==> config.mk <==
export PLATFORM = sky130hd
export DESIGN_NAME = dma_wrap
export DESIGN_NICKNAME = d
export VERILOG_FILES = /design/src/dma_pkg.sv /design/src/dma_addr_router.sv /design/src/dma_ctrl_regs.sv /design/src/dma_transfer_engine.sv /design/src/dma_wrap.sv /design/src/tcdm_bank_demux.sv
export SDC_FILE = /design/constraint.sdc
export NUM_CORES = 1
export LEC_CHECK = 0
export ABC_AREA = 0
export BUFFER_PORTS_ARGS = -buffer_cell sky130_fd_sc_hd__buf_4
export CORE_ASPECT_RATIO = 1.5
export CORE_UTILIZATION = 55
export CTS_CLUSTER_DIAMETER = 100
export DETAILED_ROUTE_END_ITERATION = 10
export HOLD_SLACK_MARGIN = 0.05
export PLACE_DENSITY_LB_ADDON = 0.12
export SLEW_MARGIN = 40
export SYNTH_ARGS = -nofsm -noshare
export SYNTH_HDL_FRONTEND = slang
export SYNTH_SLANG_ARGS = --single-unit
==> constraint.sdc <==
create_clock -name clk_i -period 3.5 [get_ports clk_i]
set_clock_uncertainty 0.2 [all_clocks]
set_input_delay 0.35 -clock clk_i [delete_from_list [all_inputs] [get_ports clk_i]]
set_output_delay 0.35 -clock clk_i [all_outputs]
set_load 0.05 [all_outputs]
==> src/dma_pkg.sv <==
// cluster DMA shared definitions
// widths, register map, bus structs and the command word layout
`default_nettype none

package dma_pkg;

  localparam int unsigned data_w      = 32;
  localparam int unsigned addr_w      = 32;
  // bank word address drops the byte offset and the bank select bit
  localparam int unsigned bank_addr_w = addr_w - 3;

  typedef logic [3:0] reg_addr_t;

  // register map, word indexed
  localparam reg_addr_t reg_src    = 4'h0;
  localparam reg_addr_t reg_dst    = 4'h1;
  localparam reg_addr_t reg_len    = 4'h2;
  localparam reg_addr_t reg_cmd    = 4'h3;
  localparam reg_addr_t reg_status = 4'h4;

  typedef struct packed {
    logic              valid;
    logic              write;
    reg_addr_t         reg_addr;
    logic [data_w-1:0] wdata;
  } cfg_req_t;

  typedef struct packed {
    logic              valid;
    logic [data_w-1:0] rdata;
  } cfg_rsp_t;

  typedef struct packed {
    logic              valid;
    logic              we;
    logic [addr_w-1:0] addr;
    logic [data_w-1:0] wdata;
  } mem_req_t;

  typedef struct packed {
    logic              valid;
    logic [data_w-1:0] rdata;
  } mem_rsp_t;

  // bank side, write enable is active low
  typedef struct packed {
    logic                   req;
    logic                   wen_n;
    logic [bank_addr_w-1:0] addr;
    logic [data_w-1:0]      wdata;
  } bank_req_t;

  typedef struct packed {
    logic [addr_w-1:0] src;
    logic [addr_w-1:0] dst;
    logic [data_w-1:0] len;
  } xfer_desc_t;

  typedef struct packed {
    logic [29:0] reserved;
    logic        irq_en;
    logic        start;
  } dma_cmd_fields_t;

  // command register seen as a raw word or as fields
  typedef union packed {
    logic [data_w-1:0] raw;
    dma_cmd_fields_t   fields;
  } dma_cmd_u;

endpackage

`default_nettype wire

==> src/dma_addr_router.sv <==
// DMA address router
// sends each engine access to the TCDM or the SoC port by address window,
// returns the reply from the port that took the request
`timescale 1ns/1ps
`default_nettype none

module dma_addr_router #(
  parameter logic [dma_pkg::addr_w-1:0] TCDM_BASE = 32'h1000_0000,
  parameter logic [dma_pkg::addr_w-1:0] TCDM_SIZE = 32'h0010_0000
) (
  input  logic              clk_i,
  input  logic              reset_i,
  input  dma_pkg::mem_req_t dma_req_i,
  output dma_pkg::mem_rsp_t dma_rsp_o,
  output dma_pkg::mem_req_t tcdm_req_o,
  input  dma_pkg::mem_rsp_t tcdm_rsp_i,
  output dma_pkg::mem_req_t ext_req_o,
  input  dma_pkg::mem_rsp_t ext_rsp_i
);
  import dma_pkg::*;

  logic [addr_w-1:0] win_offset;
  logic              in_tcdm;
  logic              sel_tcdm_q;

  // unsigned offset also rejects addresses below the base
  assign win_offset = dma_req_i.addr - TCDM_BASE;
  assign in_tcdm    = win_offset < TCDM_SIZE;

  always_comb begin
    tcdm_req_o       = dma_req_i;
    ext_req_o        = dma_req_i;
    tcdm_req_o.valid = dma_req_i.valid & in_tcdm;
    ext_req_o.valid  = dma_req_i.valid & ~in_tcdm;
  end

  // remember the target for the reply one cycle later
  always_ff @(posedge clk_i) begin
    if (reset_i) begin
      sel_tcdm_q <= 1'b0;
    end else if (dma_req_i.valid) begin
      sel_tcdm_q <= in_tcdm;
    end
  end

  assign dma_rsp_o = sel_tcdm_q ? tcdm_rsp_i : ext_rsp_i;

endmodule

`default_nettype wire

==> src/dma_ctrl_regs.sv <==
// DMA control register file
// descriptor registers, command decode into a start strobe,
// termination event and sticky interrupt with software clear
`timescale 1ns/1ps
`default_nettype none

module dma_ctrl_regs (
  input  logic                clk_i,
  input  logic                reset_i,
  input  dma_pkg::cfg_req_t   cfg_req_i,
  output dma_pkg::cfg_rsp_t   cfg_rsp_o,
  input  logic                busy_i,
  input  logic                done_i,
  output logic                start_o,
  output dma_pkg::xfer_desc_t desc_o,
  output logic                term_event_o,
  output logic                term_irq_o
);
  import dma_pkg::*;

  xfer_desc_t        desc_q;
  logic              irq_en_q;
  logic              irq_pend_q;
  logic              rsp_valid_q;
  logic [data_w-1:0] rsp_rdata_q;
  logic [data_w-1:0] rd_data;
  logic              wr_en;
  logic              clr_irq;
  dma_cmd_u          cmd_wr;
  dma_cmd_u          cmd_rd;

  assign wr_en  = cfg_req_i.valid & cfg_req_i.write;
  assign cmd_wr = cfg_req_i.wdata;

  // only an idle engine accepts a new command
  assign start_o = wr_en & (cfg_req_i.reg_addr == reg_cmd) &
                   cmd_wr.fields.start & ~busy_i;

  assign clr_irq = wr_en & (cfg_req_i.reg_addr == reg_status) & cfg_req_i.wdata[1];

  // command readback shows the stored irq enable, start reads as zero
  always_comb begin
    cmd_rd.raw           = '0;
    cmd_rd.fields.irq_en = irq_en_q;
  end

  always_comb begin
    rd_data = '0;
    case (cfg_req_i.reg_addr)
      reg_src:    rd_data = desc_q.src;
      reg_dst:    rd_data = desc_q.dst;
      reg_len:    rd_data = desc_q.len;
      reg_cmd:    rd_data = cmd_rd.raw;
      reg_status: rd_data = {{(data_w-2){1'b0}}, irq_pend_q, busy_i};
      default:    rd_data = '0;
    endcase
  end

  always_ff @(posedge clk_i) begin
    if (reset_i) begin
      desc_q      <= '0;
      irq_en_q    <= 1'b0;
      irq_pend_q  <= 1'b0;
      rsp_valid_q <= 1'b0;
    end else begin
      rsp_valid_q <= cfg_req_i.valid;
      // descriptor is frozen while a transfer runs
      if (wr_en && !busy_i) begin
        case (cfg_req_i.reg_addr)
          reg_src: desc_q.src <= cfg_req_i.wdata;
          reg_dst: desc_q.dst <= cfg_req_i.wdata;
          reg_len: desc_q.len <= cfg_req_i.wdata;
          default: ;
        endcase
      end
      if (start_o) begin
        irq_en_q <= cmd_wr.fields.irq_en;
      end
      // a new completion wins over a clear in the same cycle
      if (clr_irq) begin
        irq_pend_q <= 1'b0;
      end
      if (done_i && irq_en_q) begin
        irq_pend_q <= 1'b1;
      end
    end
  end

  // reply data, zero for writes
  always_ff @(posedge clk_i) begin
    if (cfg_req_i.valid) begin
      rsp_rdata_q <= cfg_req_i.write ? '0 : rd_data;
    end
  end

  assign cfg_rsp_o = '{valid: rsp_valid_q, rdata: rsp_rdata_q};

  assign desc_o       = desc_q;
  assign term_event_o = done_i;
  assign term_irq_o   = irq_pend_q;

endmodule

`default_nettype wire

==> src/dma_transfer_engine.sv <==
// DMA transfer engine
// copies 32-bit words from source to destination one at a time,
// read, wait for data, write, three cycles per word
`timescale 1ns/1ps
`default_nettype none

module dma_transfer_engine (
  input  logic                clk_i,
  input  logic                reset_i,
  input  logic                start_i,
  input  dma_pkg::xfer_desc_t desc_i,
  output logic                busy_o,
  output logic                done_o,
  output dma_pkg::mem_req_t   mem_req_o,
  input  dma_pkg::mem_rsp_t   mem_rsp_i
);
  import dma_pkg::*;

  typedef enum logic [1:0] {
    st_idle,
    st_read,
    st_wait,
    st_write
  } state_e;

  localparam logic [addr_w-1:0] word_step = 4;

  state_e            state_q;
  logic [addr_w-1:0] src_q;
  logic [addr_w-1:0] dst_q;
  logic [data_w-1:0] cnt_q;
  logic [data_w-1:0] data_q;
  logic              done_q;

  always_ff @(posedge clk_i) begin
    if (reset_i) begin
      state_q <= st_idle;
      src_q   <= '0;
      dst_q   <= '0;
      cnt_q   <= '0;
      done_q  <= 1'b0;
    end else begin
      done_q <= 1'b0;
      case (state_q)
        st_idle: begin
          if (start_i) begin
            src_q <= desc_i.src;
            dst_q <= desc_i.dst;
            cnt_q <= desc_i.len;
            // empty transfer finishes right away
            if (desc_i.len == '0) begin
              done_q <= 1'b1;
            end else begin
              state_q <= st_read;
            end
          end
        end
        st_read: begin
          state_q <= st_wait;
        end
        st_wait: begin
          if (mem_rsp_i.valid) begin
            state_q <= st_write;
          end
        end
        st_write: begin
          src_q <= src_q + word_step;
          dst_q <= dst_q + word_step;
          cnt_q <= cnt_q - 1'b1;
          if (cnt_q == data_w'(1)) begin
            done_q  <= 1'b1;
            state_q <= st_idle;
          end else begin
            state_q <= st_read;
          end
        end
        default: state_q <= st_idle;
      endcase
    end
  end

  // read data held for the write cycle
  always_ff @(posedge clk_i) begin
    if (state_q == st_wait && mem_rsp_i.valid) begin
      data_q <= mem_rsp_i.rdata;
    end
  end

  always_comb begin
    mem_req_o = '0;
    case (state_q)
      st_read: begin
        mem_req_o.valid = 1'b1;
        mem_req_o.we    = 1'b0;
        mem_req_o.addr  = src_q;
      end
      st_write: begin
        mem_req_o.valid = 1'b1;
        mem_req_o.we    = 1'b1;
        mem_req_o.addr  = dst_q;
        mem_req_o.wdata = data_q;
      end
      default: mem_req_o = '0;
    endcase
  end

  // busy also covers the done cycle
  assign busy_o = (state_q != st_idle) | done_q;
  assign done_o = done_q;

endmodule

`default_nettype wire

==> src/dma_wrap.sv <==
// cluster DMA top level
// register file, transfer engine, address router and TCDM bank demux
`timescale 1ns/1ps
`default_nettype none

module dma_wrap #(
  parameter logic [dma_pkg::addr_w-1:0] TCDM_BASE = 32'h1000_0000,
  parameter logic [dma_pkg::addr_w-1:0] TCDM_SIZE = 32'h0010_0000
) (
  input  logic                            clk_i,
  input  logic                            reset_i,
  input  dma_pkg::cfg_req_t               cfg_req_i,
  output dma_pkg::cfg_rsp_t               cfg_rsp_o,
  output dma_pkg::mem_req_t               ext_req_o,
  input  dma_pkg::mem_rsp_t               ext_rsp_i,
  output dma_pkg::bank_req_t [1:0]        bank_req_o,
  input  logic [1:0]                      bank_rvalid_i,
  input  logic [1:0][dma_pkg::data_w-1:0] bank_rdata_i,
  output logic                            term_event_o,
  output logic                            term_irq_o,
  output logic                            busy_o
);
  import dma_pkg::*;

  logic       start;
  logic       done;
  xfer_desc_t desc;
  mem_req_t   dma_req;
  mem_rsp_t   dma_rsp;
  mem_req_t   tcdm_req;
  mem_rsp_t   tcdm_rsp;

  dma_ctrl_regs i_ctrl_regs (
    .clk_i        ( clk_i        ),
    .reset_i      ( reset_i      ),
    .cfg_req_i    ( cfg_req_i    ),
    .cfg_rsp_o    ( cfg_rsp_o    ),
    .busy_i       ( busy_o       ),
    .done_i       ( done         ),
    .start_o      ( start        ),
    .desc_o       ( desc         ),
    .term_event_o ( term_event_o ),
    .term_irq_o   ( term_irq_o   )
  );

  dma_transfer_engine i_engine (
    .clk_i     ( clk_i   ),
    .reset_i   ( reset_i ),
    .start_i   ( start   ),
    .desc_i    ( desc    ),
    .busy_o    ( busy_o  ),
    .done_o    ( done    ),
    .mem_req_o ( dma_req ),
    .mem_rsp_i ( dma_rsp )
  );

  dma_addr_router #(
    .TCDM_BASE ( TCDM_BASE ),
    .TCDM_SIZE ( TCDM_SIZE )
  ) i_router (
    .clk_i      ( clk_i     ),
    .reset_i    ( reset_i   ),
    .dma_req_i  ( dma_req   ),
    .dma_rsp_o  ( dma_rsp   ),
    .tcdm_req_o ( tcdm_req  ),
    .tcdm_rsp_i ( tcdm_rsp  ),
    .ext_req_o  ( ext_req_o ),
    .ext_rsp_i  ( ext_rsp_i )
  );

  tcdm_bank_demux i_bank_demux (
    .clk_i         ( clk_i         ),
    .reset_i       ( reset_i       ),
    .req_i         ( tcdm_req      ),
    .rsp_o         ( tcdm_rsp      ),
    .bank_req_o    ( bank_req_o    ),
    .bank_rvalid_i ( bank_rvalid_i ),
    .bank_rdata_i  ( bank_rdata_i  )
  );

endmodule

`default_nettype wire

==> src/tcdm_bank_demux.sv <==
// TCDM bank demux
// spreads word accesses over two interleaved banks,
// flips write enable to active low and returns the bank's read data
`timescale 1ns/1ps
`default_nettype none

module tcdm_bank_demux (
  input  logic                                   clk_i,
  input  logic                                   reset_i,
  input  dma_pkg::mem_req_t                      req_i,
  output dma_pkg::mem_rsp_t                      rsp_o,
  output dma_pkg::bank_req_t [1:0]               bank_req_o,
  input  logic [1:0]                             bank_rvalid_i,
  input  logic [1:0][dma_pkg::data_w-1:0]        bank_rdata_i
);
  import dma_pkg::*;

  localparam int unsigned n_banks = 2;

  logic bank_sel;
  logic bank_sel_q;

  // word address bit 0 picks the bank
  assign bank_sel = req_i.addr[2];

  for (genvar b = 0; b < n_banks; b++) begin : gen_bank
    always_comb begin
      bank_req_o[b].req   = req_i.valid & (bank_sel == 1'(b));
      bank_req_o[b].wen_n = ~req_i.we;
      bank_req_o[b].addr  = req_i.addr[addr_w-1:3];
      bank_req_o[b].wdata = req_i.wdata;
    end
  end

  always_ff @(posedge clk_i) begin
    if (reset_i) begin
      bank_sel_q <= 1'b0;
    end else if (req_i.valid) begin
      bank_sel_q <= bank_sel;
    end
  end

  // reply comes from the bank addressed one cycle earlier
  always_comb begin
    rsp_o.valid = bank_rvalid_i[bank_sel_q];
    rsp_o.rdata = bank_rdata_i[bank_sel_q];
  end

endmodule

`default_nettype wire
# Yosys cells after proc, flatten, opt, wreduce, memory -nomap -nowiden
# Index checks and enable logic that the tools add are counted.
[word_totals]
elab_cells = 87
inputBits = 139
reg_bits = 264
[classes]
n_bitwise = 15
n_eq_ne = 11
addsub = 4
reduce_logical = 15
n_lt_le_gt_ge = 2
muxes = 25
[op_table]
columns = ["op", "count"]
rows = [
  ["two-way mux 32 bit", 6],
  ["one-hot mux 32 bit (2 select lines)", 3],
  ["one-hot mux 32 bit (5 select lines)", 1],
  ["one-hot mux 34 bit (2 select lines)", 1],
  ["adder 32 x 3 -> 32 bit (second input constant)", 2],
  ["two-way mux 33 bit", 1],
  ["equality test 32 x 1 -> 1 bit (second input constant)", 1],
  ["zero test 32 bit", 1],
  ["less-than comparator 32 x 21 -> 1 bit (second input constant)", 1],
  ["subtractor 32 x 1 -> 32 bit (second input constant)", 1],
  ["subtractor 32 x 29 -> 32 bit (second input constant)", 1],
  ["bitwise AND 1 bit", 10],
  ["equality test 4 x 2 -> 1 bit (second input constant)", 2],
  ["two-way mux 1 bit", 8],
  ["one-hot mux 2 bit (4 select lines)", 1],
  ["AND reduction 2 bit", 4],
  ["two-way mux 2 bit", 3],
  ["nonzero test 2 bit", 3],
  ["equality test 2 bit (second input constant)", 2],
  ["equality test 4 x 1 -> 1 bit (second input constant)", 1],
  ["equality test 4 x 3 -> 1 bit (second input constant)", 1],
  ["zero test 4 bit", 1],
  ["inequality test 2 bit (second input constant)", 2],
  ["inverter 1 bit", 4],
  ["other kinds (9)", 11],
]

# Longest topological paths before layout
[logic_depth]
word_depth = 6
ltp_mapped = 10

# By module
# From an unflattened synthesis, not the netlist that was laid out.
[hier_totals]
cells_unflattened = 1911
area_unflattened_um2 = 16746.1
[modules_own_cells]
columns = ["mod", "n_inst", "seq_area_each_um2", "area_each_um2", "cells_per_inst"]
rows = [
  ["dma_transfer_engine", 1, 2942.8, 7856.3, 967],
  ["dma_ctrl_regs", 1, 2942.8, 5895.7, 601],
  ["tcdm_bank_demux", 1, 20.0, 1525.2, 166],
  ["dma_addr_router", 1, 20.0, 1468.9, 177],
]

# Least setup slack after synthesis
# Ideal clock, no wire load.
[synth_timing]
kind = "register -> output"
start = "register i_engine.state_q[1]"
end = "output bank_req_o[62] (netlist name)"
required_ns = 2.950
slack_ns = 0.011
path_stages_with_launch = 8
arrival_ns = 2.939
cell_sequence = "dfxtp_1 inv_1 ha_1 clkbuf_1 o21a_1 a22o_1 or4b_1 nor3_1"
[synth_lines]
columns = ["element", "line", "text"]
rows = [
  ["start, declared", "dma_transfer_engine.sv:28", "state_e state_q;"],
  ["start signal, assigned", "dma_transfer_engine.sv:37", "state_q <= st_idle;"],
  ["start signal, assigned", "dma_transfer_engine.sv:54", "state_q <= st_read;"],
  ["start signal, assigned", "dma_transfer_engine.sv:59", "state_q <= st_wait;"],
  ["end, declared", "dma_wrap.sv:16", "output dma_pkg::bank_req_t [1:0] bank_req_o,"],
]

==> impl_metrics.json <==
{
  "internal-power_mw": 4.997,
  "final_core_util": 0.7007,
  "dpl.hpwl_um": 38150,
  "via_per_inst": 6.173,
  "syn_avg_cell_area_sq_um": 8.028,
  "die_x_um": 137.3,
  "vias": 15130,
  "slew_viol_final": 0,
  "fmax_mhz": 293.1,
  "instances_no_fill": 2451,
  "synth_top_area_frac": 0.2653,
  "io_pins": 367,
  "area_growth_pct": 24.24,
  "ant_nets": 0,
  "cts_buffers": 25,
  "cts_sinks": 264,
  "crit_chain": "inv_1 -> ha_2 -> o21a_1 -> buf_4 -> a22o_1 -> or4b_4 -> nor2_4 -> and2_1 -> buf_6",
  "drc": 0,
  "timing.final.crit_share": 0.9749,
  "routed_wl_um": 53390,
  "ys_ff_latch": 264,
  "cp_slowest_cell": "or4b_4",
  "grt_start_max_net_pins": 164,
  "multi_input_area_sq_um": 7176,
  "ff2ff_setup_slack_ns": 0.61,
  "synthArstFlopShare": 0,
  "ctsLongestPathBuffers": 3,
  "coreArea_sq_um": 26760,
  "combinationalPowerShare": 0.076,
  "cts-htree-levels": 1,
  "p_switching_mw": 1.536,
  "peakVddDrop_v": 0.0003481,
  "cts_tree": "built",
  "firstDrtPassIters": 5,
  "synthCells": 1880,
  "die-area_sq_um": 28120,
  "root_buffer": "clkbuf_16",
  "finalPower_mw": 6.533,
  "die_height_um": 204.9,
  "drive_gt1_frac": 0.2353,
  "clkTransAtPathRegs_ns": 0.07,
  "hold_violations": 0,
  "portBuffers": 366,
  "clock_latency_ns": 0.54,
  "grt_pass1_wl_um": 79920,
  "crit_path_end_kind": "primary output",
  "synth.distinct_cells": 74,
  "synth_area_sq_um": 15090,
  "fillers": 2187,
  "period_minus_slack_ns": 3.412,
  "hold_path.startpoint": "reset_i",
  "setup-tns-final_ns": 0,
  "p_leak_nw": 7.002,
  "seq_area_sq_um": 5932,
  "p_seq_frac": 0.483,
  "slew_headroom": 0.5029,
  "drt-initial-drc-count": 1483,
  "antenna_found_initial": 2,
  "placementRows": 73,
  "power.share.clock": 0.440,
  "startpoint_type": "flop",
  "yosys_warnings": 0,
  "p_per_area_nw_per_um2": 348.4,
  "wl_per_cell_um": 21.78,
  "synth_ff_type": "dfxtp_1",
  "dp.cells": 2305,
  "grt-ovfl-total": 0,
  "setup_ws_ns": 0.08798,
  "hp-class": "in -> reg",
  "crit_type": "reg -> out",
  "grt_usage": 0.3734,
  "fin_nets": 2243,
  "preCtsSetupSlack_ns": 0.3144,
  "synth_nets": 2029,
  "critPathArrivalTime_ns": 2.86,
  "rsz0062_at_grt": "false",
  "worst_r2r_path_depth": 7,
  "cp_max_fo": 12,
  "switching_share": 0.2352,
  "synthTopCellsByArea": "dfxtp_1 27%, edfxtp_1 13%, buf_4 9.4%",
  "initial_core_util": 0.5640,
  "setup_viol": 0,
  "gp_congestion": 0.9777,
  "r2r_end": "i_engine.cnt_q[29]",
  "yosysSeqAreaShare": 0.3926,
  "slowest_delay_ns": 0.54,
  "cap_violations": 0,
  "run_status": "complete, no violations",
  "worst_slew_pin_slew_ns": 0.7456,
  "worstPathRequired_ns": 2.95,
  "synth_edf_count": 64,
  "synth_top_cell_by_area": "dfxtp_1",
  "grt_pass1_vias": 13780,
  "r2r-start": "i_engine.state_q[0]",
  "hold_path_end": "i_engine.src_q[26]",
  "hold_path_depth": 5
}
==> synthesized netlist by cell type (all sizes together), types with 13 or more instances <==
cell type / n
nand4: 21
o21ai: 60
dfxtp: 200
a21oi: 242
nand3: 48
nor3: 36
and3: 13
mux2i: 42
a22o: 30
edfxtp: 64
or3: 15
and2: 41
inv: 33
clkbuf: 124
a211oi: 26
o31ai: 13
a22oi: 48
nor2: 86
nor2b: 17
a31oi: 14
nand2: 308
buf: 206
o22ai: 18
nor4: 37
==> stage by stage <==
stage / hold WS [ns] / instance area, sq um
5_1_grt: 0.1609 / 18750
3_5_place_dp: 0.2436 / 16870
6_report: 0.1454 / 18750
4_1_cts: 0.1341 / 18700
2_1_floorplan: 0.2315 / 15090
3_3_place_gp: 0.2395 / 16840
==> state kept, by name, summed over array words and instances (netlist names) <==
register	count
i_engine.data_q	32
i_ctrl_regs.term_irq_o	1
i_ctrl_regs.irq_en_q	1
i_engine.src_q	32
i_router.sel_tcdm_q	1
i_ctrl_regs.rsp_valid_q	1
i_ctrl_regs.desc_o	96
i_bank_demux.bank_sel_q	1
i_engine.cnt_q	32
i_engine.done_o	1
i_ctrl_regs.rsp_rdata_q	32
i_engine.dst_q	32
i_engine.state_q	2
==> routing by layer <==
| metal | share of wire | GRT usage | up-vias |
|---|---|---|---|
| li1 | - | - | 6976 |
| met1 | 0.37 | 0.4683 | 7152 |
| met2 | 0.48 | 0.6172 | 872 |
| met3 | 0.11 | 0.07770 | 129 |
| met4 | 0.040 | 0.1542 | 0 |
| met5 | 0 | 0 | - |
==> kinds of logic after synthesis <==
kind of cell               synth area share
AOI/OAI and AO/OA                    0.2177
adders and majority gates          0.008290
buffers and inverters                0.1379
DFF                                  0.3926
muxes                               0.03084
and+or+nand+nor                      0.2126
==> area by class of cell <==
class	instances	share of cell area
clock buffer	27	0.03376
timing repair buffer	517	0.2267
inverter	33	0.006606
multi-input combinational	1253	0.3827
antenna	2	0.0002669
clock inverter	18	0.01121
sequential	264	0.3163
tap	337	0.02249
==> worst max path at each step <==
| stage | start | end | slack (ns) |
|---|---|---|---|
| floorplan | i_engine.state_q[1] | bank_req_o[62] | 0.01 |
| global route | i_engine.state_q[1] | bank_req_o[125] | 0.02 |
| detailed placement | i_engine.state_q[1] | bank_req_o[125] | 0.31 |
| global placement | i_engine.state_q[1] | bank_req_o[125] | 0.42 |
| finish | i_engine.state_q[1] | bank_req_o[125] | 0.09 |
| CTS | i_engine.state_q[1] | bank_req_o[125] | 0.009 |
==> cells in the final DEF (no fill, tap or decap), drive strengths merged, types with 42 or more instances in the layout <==
cell type	netlist	layout
buf	206	420
nand2	308	308
a21oi	242	242
dfxtp	200	200
dlygate4sd3	0	97
nor2	86	86
edfxtp	64	64
o21ai	60	60
a22oi	48	48
nand3	48	48
mux2i	42	42
==> worst max-delay path: cells and delay by family, from the launching register on <==
kind,cells,cell delay (ns)
AOI/OAI and AO/OA,2,0.44
adders and majority gates,1,0.20
buffers and inverters,3,0.44
DFF,1,0.38
and+or+nand+nor,3,0.85
==> power groups by stage <==
stage,Clock (mW),Combinational [mW],Sequential (mW)
final,2.88,0.498,3.16
after global routing,3.00,0.526,3.16
after detailed placement,0,0.401,3.23
after global placement,0,0.393,3.23
after floorplan,0,0.128,3.27
after CTS,2.89,0.490,3.16
==> what timing repair did <==
item | 4_1_cts | 5_1_grt
endpoints found under the hold margin | 130 | 0
setup endpoints to repair | 3 | 2
buffers inserted | 0 | 1
gates resized for setup | 5 | 6
hold buffers | 97 | 0
pin swaps | 0 | 2
Note: power is estimated with default switching activity, not from simulation.
